$ cat config.mk
export PLATFORM = sky130hd
export DESIGN_NAME = mem_stage
export DESIGN_NICKNAME = d
export VERILOG_FILES = /design/src/rtl/mem_pkg.sv /design/src/rtl/store_encode.sv /design/src/rtl/data_sram_bridge.sv /design/src/rtl/load_extend.sv /design/src/rtl/mem_stage.sv
export SDC_FILE = /design/constraint.sdc
export NUM_CORES = 1
export LEC_CHECK = 0
export BUFFER_PORTS_ARGS = -buffer_cell sky130_fd_sc_hd__buf_4
export CORE_MARGIN = 8
export CORE_UTILIZATION = 25
export CTS_CLUSTER_DIAMETER = 80
export DETAILED_ROUTE_END_ITERATION = 7
export PLACE_DENSITY_LB_ADDON = 0.25
export SYNTH_ARGS = -nofsm -noshare
export SYNTH_HDL_FRONTEND = slang
export SYNTH_HIERARCHICAL = 1
export SYNTH_SLANG_ARGS = --single-unit
$ cat constraint.sdc
create_clock -name clk -period 10.1 [get_ports clk]
set_input_delay 2.02 -clock clk [delete_from_list [all_inputs] [get_ports clk]]
set_output_delay 2.02 -clock clk [all_outputs]
set_load 0.005 [all_outputs]
$ cat src/rtl/mem_pkg.sv
package mem_pkg;

    // ************************************************************
    // memory operations
    // ************************************************************

    typedef enum logic [3:0] {
        op_none = 4'd0,
        op_lb   = 4'd1,  // signed byte.
        op_lbu  = 4'd2,
        op_lh   = 4'd3,  // signed halfword.
        op_lhu  = 4'd4,
        op_lw   = 4'd5,
        op_sb   = 4'd6,
        op_sh   = 4'd7,
        op_sw   = 4'd8
    } mem_op_t;

    // ************************************************************
    // bus encodings
    // ************************************************************

    // data_size codes.
    localparam logic [1:0] SIZE_BYTE = 2'd0;
    localparam logic [1:0] SIZE_HALF = 2'd1;
    localparam logic [1:0] SIZE_WORD = 2'd2;

    localparam int BE_W = 4;  // one enable per byte lane.

    // low virtual address bits kept in the physical address.
    // the top three are cleared for the unmapped kernel segments.
    localparam int PADDR_KEEP_BITS = 29;

endpackage

$ cat src/rtl/store_encode.sv
`timescale 1ns/1ps

module store_encode
    import mem_pkg::*;
(
    input  mem_op_t              op,
    input  logic [31:0]          addr,
    input  logic [31:0]          wdata,
    output logic                 acc_en,
    output logic                 acc_wr,
    output logic [BE_W-1:0]      acc_be,
    output logic [1:0]           acc_size,
    output logic [31:0]          acc_paddr,
    output logic [31:0]          acc_wdata,
    output logic                 addr_err
);

    logic is_byte;
    logic is_half;
    logic is_word;
    logic is_store;
    logic misaligned;

    // width of the access.
    always_comb begin
        is_byte = 1'b0;
        is_half = 1'b0;
        is_word = 1'b0;
        case (op)
            op_lb, op_lbu, op_sb: is_byte = 1'b1;
            op_lh, op_lhu, op_sh: is_half = 1'b1;
            op_lw, op_sw:         is_word = 1'b1;
            default:              is_byte = 1'b0;
        endcase
    end

    assign is_store = (op == op_sb) || (op == op_sh) || (op == op_sw);

    assign misaligned = (is_half && addr[0]) || (is_word && (addr[1:0] != 2'b00));

    assign addr_err = misaligned;  // only set for a real op.
    assign acc_en   = (is_byte || is_half || is_word) && !misaligned;
    assign acc_wr   = is_store;

    // ************************************************************
    // byte enables, size and lane data
    // ************************************************************

    always_comb begin
        if (is_word) begin
            acc_be    = {BE_W{1'b1}};
            acc_size  = SIZE_WORD;
            acc_wdata = wdata;
        end else if (is_half) begin
            acc_be    = {{(BE_W-2){1'b0}}, 2'b11} << {addr[1], 1'b0};
            acc_size  = SIZE_HALF;
            acc_wdata = {2{wdata[15:0]}};  // same half in both lanes.
        end else begin
            acc_be    = {{(BE_W-1){1'b0}}, 1'b1} << addr[1:0];
            acc_size  = SIZE_BYTE;
            acc_wdata = {4{wdata[7:0]}};
        end
    end

    // fixed mapping without a tlb.
    assign acc_paddr = {{(32-PADDR_KEEP_BITS){1'b0}}, addr[PADDR_KEEP_BITS-1:0]};

endmodule

$ cat src/rtl/data_sram_bridge.sv
`timescale 1ns/1ps

module data_sram_bridge
    import mem_pkg::*;
(
    input  logic                 clk,
    input  logic                 rst,

    // from store_encode.
    input  logic                 acc_en,
    input  logic                 acc_wr,
    input  logic [BE_W-1:0]      acc_be,
    input  logic [1:0]           acc_size,
    input  logic [31:0]          acc_paddr,
    input  logic [31:0]          acc_wdata,
    input  mem_op_t              op,

    // data bus.
    output logic                 data_req,
    output logic                 data_wr,
    output logic [1:0]           data_size,
    output logic [31:0]          data_addr,
    output logic [31:0]          data_wdata,
    input  logic                 data_addr_ok,
    input  logic                 data_data_ok,

    // pipeline control.
    output logic                 stall,
    output logic                 flush,

    // completion towards load_extend.
    output logic                 done,
    output mem_op_t              done_op,
    output logic [1:0]           done_lane
);

    typedef enum logic [1:0] {
        st_idle = 2'd0,
        st_hdsk = 2'd1,
        st_wait = 2'd2
    } state_t;

    state_t state;
    state_t next_state;

    // held request.
    logic               reg_wr;
    logic [BE_W-1:0]    reg_be;
    logic [1:0]         reg_size;
    logic [31:0]        reg_paddr;
    logic [31:0]        reg_wdata;
    mem_op_t            reg_op;

    // byte lane of the access from its enables and size.
    function automatic logic [1:0] lane_of(input logic [BE_W-1:0] be,
                                           input logic [1:0] size);
        logic [1:0] lane;
        lane = 2'b00;
        case (size)
            SIZE_BYTE: begin
                case (be)
                    4'b0010: lane = 2'b01;
                    4'b0100: lane = 2'b10;
                    4'b1000: lane = 2'b11;
                    default: lane = 2'b00;
                endcase
            end
            SIZE_HALF: lane = be[2] ? 2'b10 : 2'b00;
            SIZE_WORD: lane = 2'b00;
            default:   lane = 2'b00;
        endcase
        return lane;
    endfunction

    // ************************************************************
    // state machine
    // ************************************************************

    always_ff @(posedge clk) begin
        if (rst) begin
            state <= st_idle;
        end else begin
            state <= next_state;
        end
    end

    always_comb begin
        next_state = state;
        case (state)
            st_idle: begin
                if (acc_en) begin
                    next_state = data_addr_ok ? st_wait : st_hdsk;
                end
            end
            st_hdsk: begin
                if (data_addr_ok) begin
                    next_state = st_wait;
                end
            end
            st_wait: begin
                if (data_data_ok) begin
                    next_state = st_idle;
                end
            end
            default: next_state = st_idle;
        endcase
    end

    // capture on the first request cycle.
    always_ff @(posedge clk) begin
        if (state == st_idle && acc_en) begin
            reg_wr    <= acc_wr;
            reg_be    <= acc_be;
            reg_size  <= acc_size;
            reg_paddr <= acc_paddr;
            reg_wdata <= acc_wdata;
            reg_op    <= op;
        end
    end

    // ************************************************************
    // bus and pipeline outputs
    // ************************************************************

    always_comb begin
        data_req   = 1'b0;
        data_wr    = 1'b0;
        data_size  = SIZE_BYTE;
        data_addr  = 32'd0;
        data_wdata = 32'd0;
        stall      = 1'b0;
        flush      = 1'b0;
        case (state)
            st_idle: begin
                if (acc_en) begin  // live fields.
                    data_req   = 1'b1;
                    data_wr    = acc_wr;
                    data_size  = acc_size;
                    data_addr  = {acc_paddr[31:2], lane_of(acc_be, acc_size)};
                    data_wdata = acc_wr ? acc_wdata : 32'd0;
                    stall      = 1'b1;
                    flush      = 1'b1;
                end
            end
            st_hdsk: begin  // held fields including the write flag.
                data_req   = 1'b1;
                data_wr    = reg_wr;
                data_size  = reg_size;
                data_addr  = {reg_paddr[31:2], lane_of(reg_be, reg_size)};
                data_wdata = reg_wr ? reg_wdata : 32'd0;
                stall      = 1'b1;
                flush      = 1'b1;
            end
            st_wait: begin
                if (!data_data_ok) begin
                    stall = 1'b1;
                    flush = 1'b1;
                end
            end
            default: begin
                stall = 1'b0;
            end
        endcase
    end

    assign done      = (state == st_wait) && data_data_ok;
    assign done_op   = reg_op;
    assign done_lane = lane_of(reg_be, reg_size);

endmodule

$ cat src/rtl/load_extend.sv
`timescale 1ns/1ps

module load_extend
    import mem_pkg::*;
(
    input  logic         clk,
    input  logic         rst,
    input  logic         done,
    input  mem_op_t      done_op,
    input  logic [1:0]   done_lane,
    input  logic [31:0]  data_rdata,
    output logic         load_valid,
    output logic [31:0]  load_data
);

    logic        is_load;
    logic [7:0]  sel_byte;
    logic [15:0] sel_half;
    logic [31:0] ext_data;

    // lane select.
    assign sel_byte = data_rdata[{done_lane, 3'b000} +: 8];
    assign sel_half = data_rdata[{done_lane[1], 4'b0000} +: 16];

    // ************************************************************
    // sign and zero extension
    // ************************************************************

    always_comb begin
        is_load  = 1'b1;
        ext_data = data_rdata;
        case (done_op)
            op_lb:   ext_data = {{24{sel_byte[7]}}, sel_byte};
            op_lbu:  ext_data = {24'd0, sel_byte};
            op_lh:   ext_data = {{16{sel_half[15]}}, sel_half};
            op_lhu:  ext_data = {16'd0, sel_half};
            op_lw:   ext_data = data_rdata;
            default: is_load  = 1'b0;  // stores end here.
        endcase
    end

    always_ff @(posedge clk) begin
        if (rst) begin
            load_valid <= 1'b0;
        end else begin
            load_valid <= done && is_load;
        end
    end

    always_ff @(posedge clk) begin
        if (done && is_load) begin
            load_data <= ext_data;
        end
    end

endmodule

$ cat src/rtl/mem_stage.sv
`timescale 1ns/1ps

module mem_stage
    import mem_pkg::*;
(
    input  logic         clk,
    input  logic         rst,

    // pipeline side.
    input  mem_op_t      op,
    input  logic [31:0]  addr,
    input  logic [31:0]  wdata,
    output logic         stall,
    output logic         flush,
    output logic         addr_err,
    output logic         load_valid,
    output logic [31:0]  load_data,

    // data bus.
    output logic         data_req,
    output logic         data_wr,
    output logic [1:0]   data_size,
    output logic [31:0]  data_addr,
    output logic [31:0]  data_wdata,
    input  logic [31:0]  data_rdata,
    input  logic         data_addr_ok,
    input  logic         data_data_ok
);

    logic               acc_en;
    logic               acc_wr;
    logic [BE_W-1:0]    acc_be;
    logic [1:0]         acc_size;
    logic [31:0]        acc_paddr;
    logic [31:0]        acc_wdata;
    logic               done;
    mem_op_t            done_op;
    logic [1:0]         done_lane;

    // ************************************************************
    // encode, bus handshake, load extend
    // ************************************************************

    store_encode u_store_encode (
        .op        (op),
        .addr      (addr),
        .wdata     (wdata),
        .acc_en    (acc_en),
        .acc_wr    (acc_wr),
        .acc_be    (acc_be),
        .acc_size  (acc_size),
        .acc_paddr (acc_paddr),
        .acc_wdata (acc_wdata),
        .addr_err  (addr_err)
    );

    data_sram_bridge u_bridge (
        .clk          (clk),
        .rst          (rst),
        .acc_en       (acc_en),
        .acc_wr       (acc_wr),
        .acc_be       (acc_be),
        .acc_size     (acc_size),
        .acc_paddr    (acc_paddr),
        .acc_wdata    (acc_wdata),
        .op           (op),
        .data_req     (data_req),
        .data_wr      (data_wr),
        .data_size    (data_size),
        .data_addr    (data_addr),
        .data_wdata   (data_wdata),
        .data_addr_ok (data_addr_ok),
        .data_data_ok (data_data_ok),
        .stall        (stall),
        .flush        (flush),
        .done         (done),
        .done_op      (done_op),
        .done_lane    (done_lane)
    );

    load_extend u_load_extend (
        .clk        (clk),
        .rst        (rst),
        .done       (done),
        .done_op    (done_op),
        .done_lane  (done_lane),
        .data_rdata (data_rdata),
        .load_valid (load_valid),
        .load_data  (load_data)
    );

endmodule

# --- Yosys cells after proc, flatten, opt, wreduce, memory -nomap -nowiden ---
# Cells that the tools add are included.
op_classes:
  shifts: 4
  eq_ne: 26
  n_mux: 36
  n_reduce_logical: 21
op_table:
  columns: ["operator", "count"]
  rows:
  - ["$mux W32", 5]
  - ["$pmux W32 S2", 2]
  - ["$pmux W32 S4", 1]
  - ["$eq A4 B3 Y1 const B", 8]
  - ["$shiftx A32 B6 Y16", 1]
  - ["$shiftx A32 B6 Y8", 1]
  - ["$mux W29", 1]
  - ["$eq A4 B2 Y1 const B", 6]
  - ["$pmux W2 S3", 3]
  - ["$mux W2", 8]
  - ["$eq A4 B4 Y1 const B", 3]
  - ["$pmux W2 S2", 3]
  - ["$eq A4 B1 Y1 const B", 2]
  - ["$mux W1", 8]
  - ["$mux W4", 2]
  - ["$eq A2 B1 Y1 const B", 3]
  - ["$logic_and A1 B1 Y1", 6]
  - ["$logic_not A2 Y1", 3]
  - ["$reduce_or A3 Y1", 2]
  - ["$logic_or A1 B1 Y1", 5]
  - ["$reduce_or A5 Y1", 1]
  - ["$ne A2 B2 Y1 const B", 2]
  - ["$pmux W1 S2", 2]
  - ["$shl A1 B2 Y4 const A", 1]
  - ["8 further kinds", 8]
totals:
  reg_bits: 107
  inputBits: 104

# --- Longest topological paths before layout ---
# Gate-level depths: netlist (run 1).
logic_depth:
  depth_word: 10
  mapped_depth: 11

# --- Modules after synthesis ---
# Netlist (run 1), hierarchy kept.
modules_own_cells:
  columns: ["module", "area_per_inst_um2", "n_inst", "cells_per_inst", "seq_area_each_um2"]
  rows:
  - ["data_sram_bridge", 3119.2, 1, 188, 2232.1]
  - ["load_extend", 1682.9, 1, 130, 980.9]
  - ["store_encode", 1099.8, 1, 151, 0.0]

# --- Worst setup path after synthesis (run 1) ---
# No wires, ideal clock.
synth_path:
  path_kind: "input -> output"
  startpoint: "in op[1]"
  endpoint: "out data_addr[13]"
  cell_stages: 7
  required_ns: 8.080
  setup_slack_ns: 2.094
  arrival_ns: 5.986
  n_path_buf: 3
  path_cell_list: "buf_2 -> buf_2 -> or2_2 -> o32ai_1 -> nor3b_4 -> clkbuf_1 -> a22o_1"
synth_via:
  elab_chain_cells: 9
  word_cells_on_any_way: 23
  classes_between: "eq/ne (8); mux (5); reduce/logical (10)"
synth_lines:
  columns: ["item", "line_no", "rtl"]
  rows:
  - ["start, declared", "mem_stage.sv:10", "input mem_op_t op,"]
  - ["$eq A4 B2 Y1 (tied with other cells)", "store_encode.sv:29", "case (op)"]
  - ["$reduce_or A3 Y1 / $reduce_or A2 Y1 (equally long branches)", "store_encode.sv:29", null]
  - ["$mux W1", "store_encode.sv:29", null]
  - ["$logic_and A1 B1 Y1", "store_encode.sv:39", "assign misaligned = (is_half && addr[0]) || (is_word && (addr[1:0] != 2'b00));"]
  - ["$logic_or A1 B1 Y1", "store_encode.sv:39", null]
  - ["$logic_not A1 Y1", "store_encode.sv:42", "assign acc_en = (is_byte || is_half || is_word) && !misaligned;"]
  - ["$logic_and A1 B1 Y1 *", "store_encode.sv:42", null]
  - ["named net acc_en", "mem_stage.sv:30", "logic acc_en;"]
  - ["$mux W29 *", "data_sram_bridge.sv:135", "if (acc_en) begin"]
  - ["$pmux W32 S2 *", "data_sram_bridge.sv:133", "case (state)"]
  - ["end, declared", "mem_stage.sv:23", "output logic [31:0] data_addr,"]
# The timed path passes the listed nets; every way through them passes the cells marked *.

# --- Worst setup path after layout (run 1) ---
layout_path:
  startpoint: "in op[2]"
  endpoint: "out data_wdata[31]"
layout_via:
  elab_chain_cells: 9
  word_cells_on_any_way: 28
  classes_between: "eq/ne (8); mux (8); reduce/logical (12)"
layout_lines:
  columns: ["item", "line_no", "rtl"]
  rows:
  - ["$eq A4 B2 Y1 (tied with other cells)", "store_encode.sv:29", null]
  - ["$reduce_or A3 Y1 / $reduce_or A2 Y1 (equally long branches)", "store_encode.sv:29", null]
  - ["$mux W1", "store_encode.sv:29", null]
  - ["$logic_and A1 B1 Y1", "store_encode.sv:39", null]
  - ["$logic_or A1 B1 Y1", "store_encode.sv:39", null]
  - ["$logic_not A1 Y1", "store_encode.sv:42", null]
  - ["$logic_and A1 B1 Y1 *", "store_encode.sv:42", null]
  - ["named net acc_en", "mem_stage.sv:30", null]
  - ["$mux W32 *", "data_sram_bridge.sv:135", null]
  - ["$pmux W32 S2 *", "data_sram_bridge.sv:133", null]
  - ["end, declared", "mem_stage.sv:24", "output logic [31:0] data_wdata,"]
# Marks and branches as above.

==> results of run 1 <==
[registers in the layout, summed over array words and instances (netlist names)]
name	count
u_bridge/done_op	4
u_bridge/reg_be	4
u_bridge/reg_size	2
u_load_extend/load_valid	1
u_bridge/reg_paddr	30
u_load_extend/load_data	32
u_bridge/reg_wr	1
u_bridge/state	2
u_bridge/reg_wdata	32
[power breakdown]
part           switching [uW]  internal (uW)
clock                     171            194
sequential               11.3            525
combinational            98.7           95.0
total                     281            814
[routing by layer]
layer  global-route usage (%)  routed length (um)  vias up  part of all wire [%]
met3                     4.70                1840       15                    10
met4                     4.16                 212        0                   1.2
met1                     15.2                7800     2221                    43
li1                         -                   -     2098                     -
met2                     18.5                8130      224                    45
met5                        0                   0        -                     0
[worst max-delay path by stage]
stage | start | end | slack (ns) | cells after the start
2_1_floorplan | op[1] | data_addr[13] | 2.09 | 7
3_3_place_gp | op[2] | data_wdata[26] | 2.81 | 11
3_5_place_dp | op[2] | data_wdata[28] | 2.71 | 11
4_1_cts | op[2] | data_wdata[28] | 2.71 | 11
5_1_grt | op[2] | data_wdata[25] | 2.46 | 11
6_report | op[2] | data_wdata[31] | 2.83 | 11
[area by class of cell]
class / count / area (um^2) / area share (%)
clock inverter: 5 / 60.1 / 0.785
clock buffer: 11 / 233 / 3.04
tap: 319 / 399 / 5.21
sequential: 108 / 3210 / 42.0
multi-input combinational: 270 / 2120 / 27.7
inverter: 14 / 52.6 / 0.686
timing repair buffer: 210 / 1580 / 20.6
[stage by stage]
step / utilization [%] / power [uW]
2_1_floorplan: - / 661
4_1_cts: 32.9 / 1110
5_1_grt: 32.9 / 1140
3_3_place_gp: 31.6 / 736
6_report: 32.9 / 1090
3_5_place_dp: 31.6 / 741
[critical path, stage by stage]
cell and delay, ns:
buf_4 0.19, nor2_2 0.11, nand2_2 0.11, or2_2 0.35, o32ai_1 0.58, nor3b_4 0.29, buf_4 0.64, and2_1 0.22
buf_4 0.34, a22o_1 0.22, buf_4 0.12
==> metrics.cfg, run 1 <==
[clocking]
cts_tree=yes
cts_setup_buffers=0
post_cts_resized=0
holdBufCountCts=0
clkSlewWorstSetupHoldPaths_ns=0.07
numCtsBuffers=9
cts-root-buf=clkbuf_16
clk_latency_ns=0.35
cts_sinks=108
clock_path_buffers=2
htreeDepth=3

[floorplan]
io_pins=208
die_h_um=169
initial_core_util_pct=25.3
row_count=56
die_w_um=169
dieArea_um2=28700
core_um2=23300

[synthesis]
yosysWarnings=6
synth_area_um2=5890
netlist_instances=467
synth_area_per_cell_um2=12.6

[layout]
stdcell_area_um2=7650
num_antenna_cells=0
area_growth_pct=30.0
fin_nets=717
instances_no_fill=937
drive_above_1_share_pct=41.3
fillerInstances=2386
layout_common_cells=210 x buf_4, 105 x edfxtp_1, 64 x a22o_1
final_common_cell=buf_4

[timing]
whs_ns=0.654
layout_setup_ws_ns=2.83
finalSetupTns_ns=0
hold_viol=0
fin_crit_ns=7.27
fin_skew_ns=0.00980
worst_pin_slew_ns=1.03
slew_viol_final=0
finalSetupViolCount=0
fin_crit_sh_pct=72.0
timing.fmax_mhz=138
rsz0062_at_grt=false
relSlewSlack_pct=31.6

[worst_setup_path]
reg2reg_depth=7
start_kind=input pin
end_kind=primary output
arrival_ns=5.25
r2r_slack_ns=7.32
required_ns=8.08
crit-reg2reg-capture=u_load_extend/load_data[10]$_DFFE_PP_
cp_max_fo=67
worst-setup-path-type=input pin to primary output
timing.rr.start=u_bridge/reg_be[1]$_DFFE_PP_

[placed_design]
dpl_cell_area_um2=7360
portBuffers=204
dpl_worst_slack_ns=2.71
gp_congestion=0.818
place_hpwl_um=13100
dp_cells=921

[grt]
grt.total_usage_pct=12.0
grt_overflow=0
grt_pass1_wl_um=27100
antenna_found_initial=0
grt_pass1_vias=4705
grt_max_degree=68

[detailed_routing]
drc_errors=0
via_count=4558
viasPerCell=4.86
dr.pass1.iters=4
wirelength_um=18000
wire_per_inst_um=19.2
drt_iter0_drc=307
ant_nets=0

[power]
p_per_area_nw_per_um2=143
leakagePower_uw=0.00300
ir_drop_uv=59.8

[worst_hold_path]
worst_hold_path_type=register to register
min-delay-start=u_bridge/state[1]$_SDFFE_PP0P_
hold_path_depth=2
worstHoldEndpoint=u_bridge/state[1]$_SDFFE_PP0P_

[status]
status=complete, no violations

[run]
cap_violations=0

Note: power is estimated with default switching activity, not from simulation.
==> inputs of run 2 (changes only) <==
clock period = 6.7 ns   (was 10.1 ns; I/O delays follow)
==> metrics.cfg, run 2 (synthesis results as in run 1) <==
[worst_setup_path]
crit_chain=buf_4, nor2_2, nand2_2, or2_2, o32ai_1, nor3b_4, buf_4, nand2b_1, o2bb2ai_1, buf_4
worst-setup-path-type=input pin to primary output
arrival_ns=4.11
required_ns=5.36
crit-reg2reg-capture=u_load_extend/load_data[12]$_DFFE_PP_
crit_path_max_incr_delay_ns=0.62
reg2reg_depth=7
end_kind=primary output
r2r_slack_ns=3.98
cp-endpoint=data_addr[0]
critPathMostFrequentCell=buf_4
cp_max_fo=60
start_kind=input pin
critical_path.slowest_cell=buf_4
timing.rr.start=u_bridge/reg_be[1]$_DFFE_PP_
crit_path_start=op[0]

[clocking]
clkSlewWorstSetupHoldPaths_ns=0.07
htreeDepth=3
clk_latency_ns=0.35
cts_tree=yes
clock_path_buffers=2
numCtsBuffers=9
post_cts_resized=0
cts_setup_buffers=0
cts-root-buf=clkbuf_16
holdBufCountCts=0
cts_sinks=108

[layout]
final_common_cell=buf_4
num_antenna_cells=0
final_core_util_pct=32.8
drive_above_1_share_pct=41.6
fin_nets=717
fillerInstances=2391
top_regs=u_bridge/reg_wdata (32), u_load_extend/load_data (32), u_bridge/reg_paddr (30)
layout_common_cells=210 x buf_4, 105 x edfxtp_1, 64 x a22o_1
area_growth_pct=29.8

[power]
ir_drop_uv=99.3
clkPwrFrac_pct=32.0
combPwrFrac_pct=18.0
p_seq_share_pct=50.0
swShare_pct=26.4
p_per_area_nw_per_um2=211
leakagePower_uw=0.00300
power_uw=1620
intPower_uw=1190
p_sw_uw=426

[timing]
hold_viol=0
finalSetupTns_ns=0
fin_crit_ns=5.45
fin_skew_ns=0.00987
slew_viol_final=0
layout_setup_ws_ns=1.25
fin_crit_sh_pct=81.3
whs_ns=0.642
worst_pin_slew_ns=1.04
timing.fmax_mhz=184
relSlewSlack_pct=30.9
rsz0062_at_grt=false
finalSetupViolCount=0

[detailed_routing]
drc_errors=0
wirelength_um=17900
via_count=4571
dr.pass1.iters=5
drt_iter0_drc=257
wire_per_inst_um=19.1
ant_nets=0
viasPerCell=4.88

[grt]
gr-usage-met2_pct=19.2
grt_util_met3_pct=4.72
grt_busiest_layer=met2
antenna_found_initial=0
grt.total_usage_pct=12.1
grt_pass1_wl_um=27400
grt_overflow=0
grt_max_degree=61
grt_pass1_vias=4735
use_met1_pct=14.8

[floorplan]
die_h_um=169
die_w_um=169
dieArea_um2=28700
row_count=56
io_pins=208
initial_core_util_pct=25.3
core_um2=23300

[placed_design]
gp_congestion=0.835
portBuffers=204
place_hpwl_um=13200
dpl_worst_slack_ns=1.10

[worst_hold_path]
worst_hold_path_type=register to register

[status]
status=complete, no violations

[run]
cap_violations=0

[run 2: routing by layer]
| metal | routed length [um] | part of all wire, % |
|---|---|---|
| met1 | 7590 | 42 |
| met2 | 8130 | 45 |
| met3 | 1910 | 11 |
| met4 | 263 | 1.5 |
| met5 | 0 | 0 |
[run 2: critical path, delay by kind of cell]
family | cells | cell delay [ns]
AOI/OAI and AO/OA | 2 | 0.75
and+or+nand+nor | 5 | 1.06
buffers and inverters | 3 | 0.93
[run 2: how the worst min path moves through the flow]
stage	startpoint	to	slack, ns	cells after the start
finish	u_bridge/state[0]$_SDFFE_PP0P_	u_bridge/state[0]$_SDFFE_PP0P_	0.64	2
global route	u_bridge/state[1]$_SDFFE_PP0P_	u_bridge/state[1]$_SDFFE_PP0P_	0.69	2
CTS	u_bridge/state[0]$_SDFFE_PP0P_	u_bridge/state[0]$_SDFFE_PP0P_	0.65	2
detailed placement	u_bridge/state[0]$_SDFFE_PP0P_	u_bridge/state[0]$_SDFFE_PP0P_	0.63	2
global placement	u_bridge/state[1]$_SDFFE_PP0P_	u_bridge/state[1]$_SDFFE_PP0P_	0.62	2
floorplan	u_bridge/state[1]$_SDFFE_PP0P_	u_bridge/state[0]$_SDFFE_PP0P_	0.56	2
[run 2: cell type report]
class	count	area, um^2	share of cell area [%]
flip-flops and latches	108	3210	42.1
multi-input cells	270	2120	27.8
repair buffers	210	1580	20.6
well taps	319	399	5.23
clock buffers	9	225	2.95
inverters	14	52.6	0.688
clock inverters	7	51.3	0.672
[run 2: power groups by stage]
| stage | clock network (uW) | logic (uW) | registers, uW |
|---|---|---|---|
| 6_report | 517 | 291 | 808 |
| 5_1_grt | 561 | 319 | 812 |
| 4_1_cts | 541 | 295 | 808 |
| 3_5_place_dp | 0 | 295 | 822 |
| 3_3_place_gp | 0 | 288 | 821 |
| 2_1_floorplan | 0 | 178 | 818 |
[run 2: per-stage QoR]
step | instance area (um^2) | std cells
finish | 7640 | 937
floorplan | 5900 | 469
detailed placement | 7360 | 921
global placement | 7360 | 921
CTS | 7640 | 937
global route | 7640 | 937
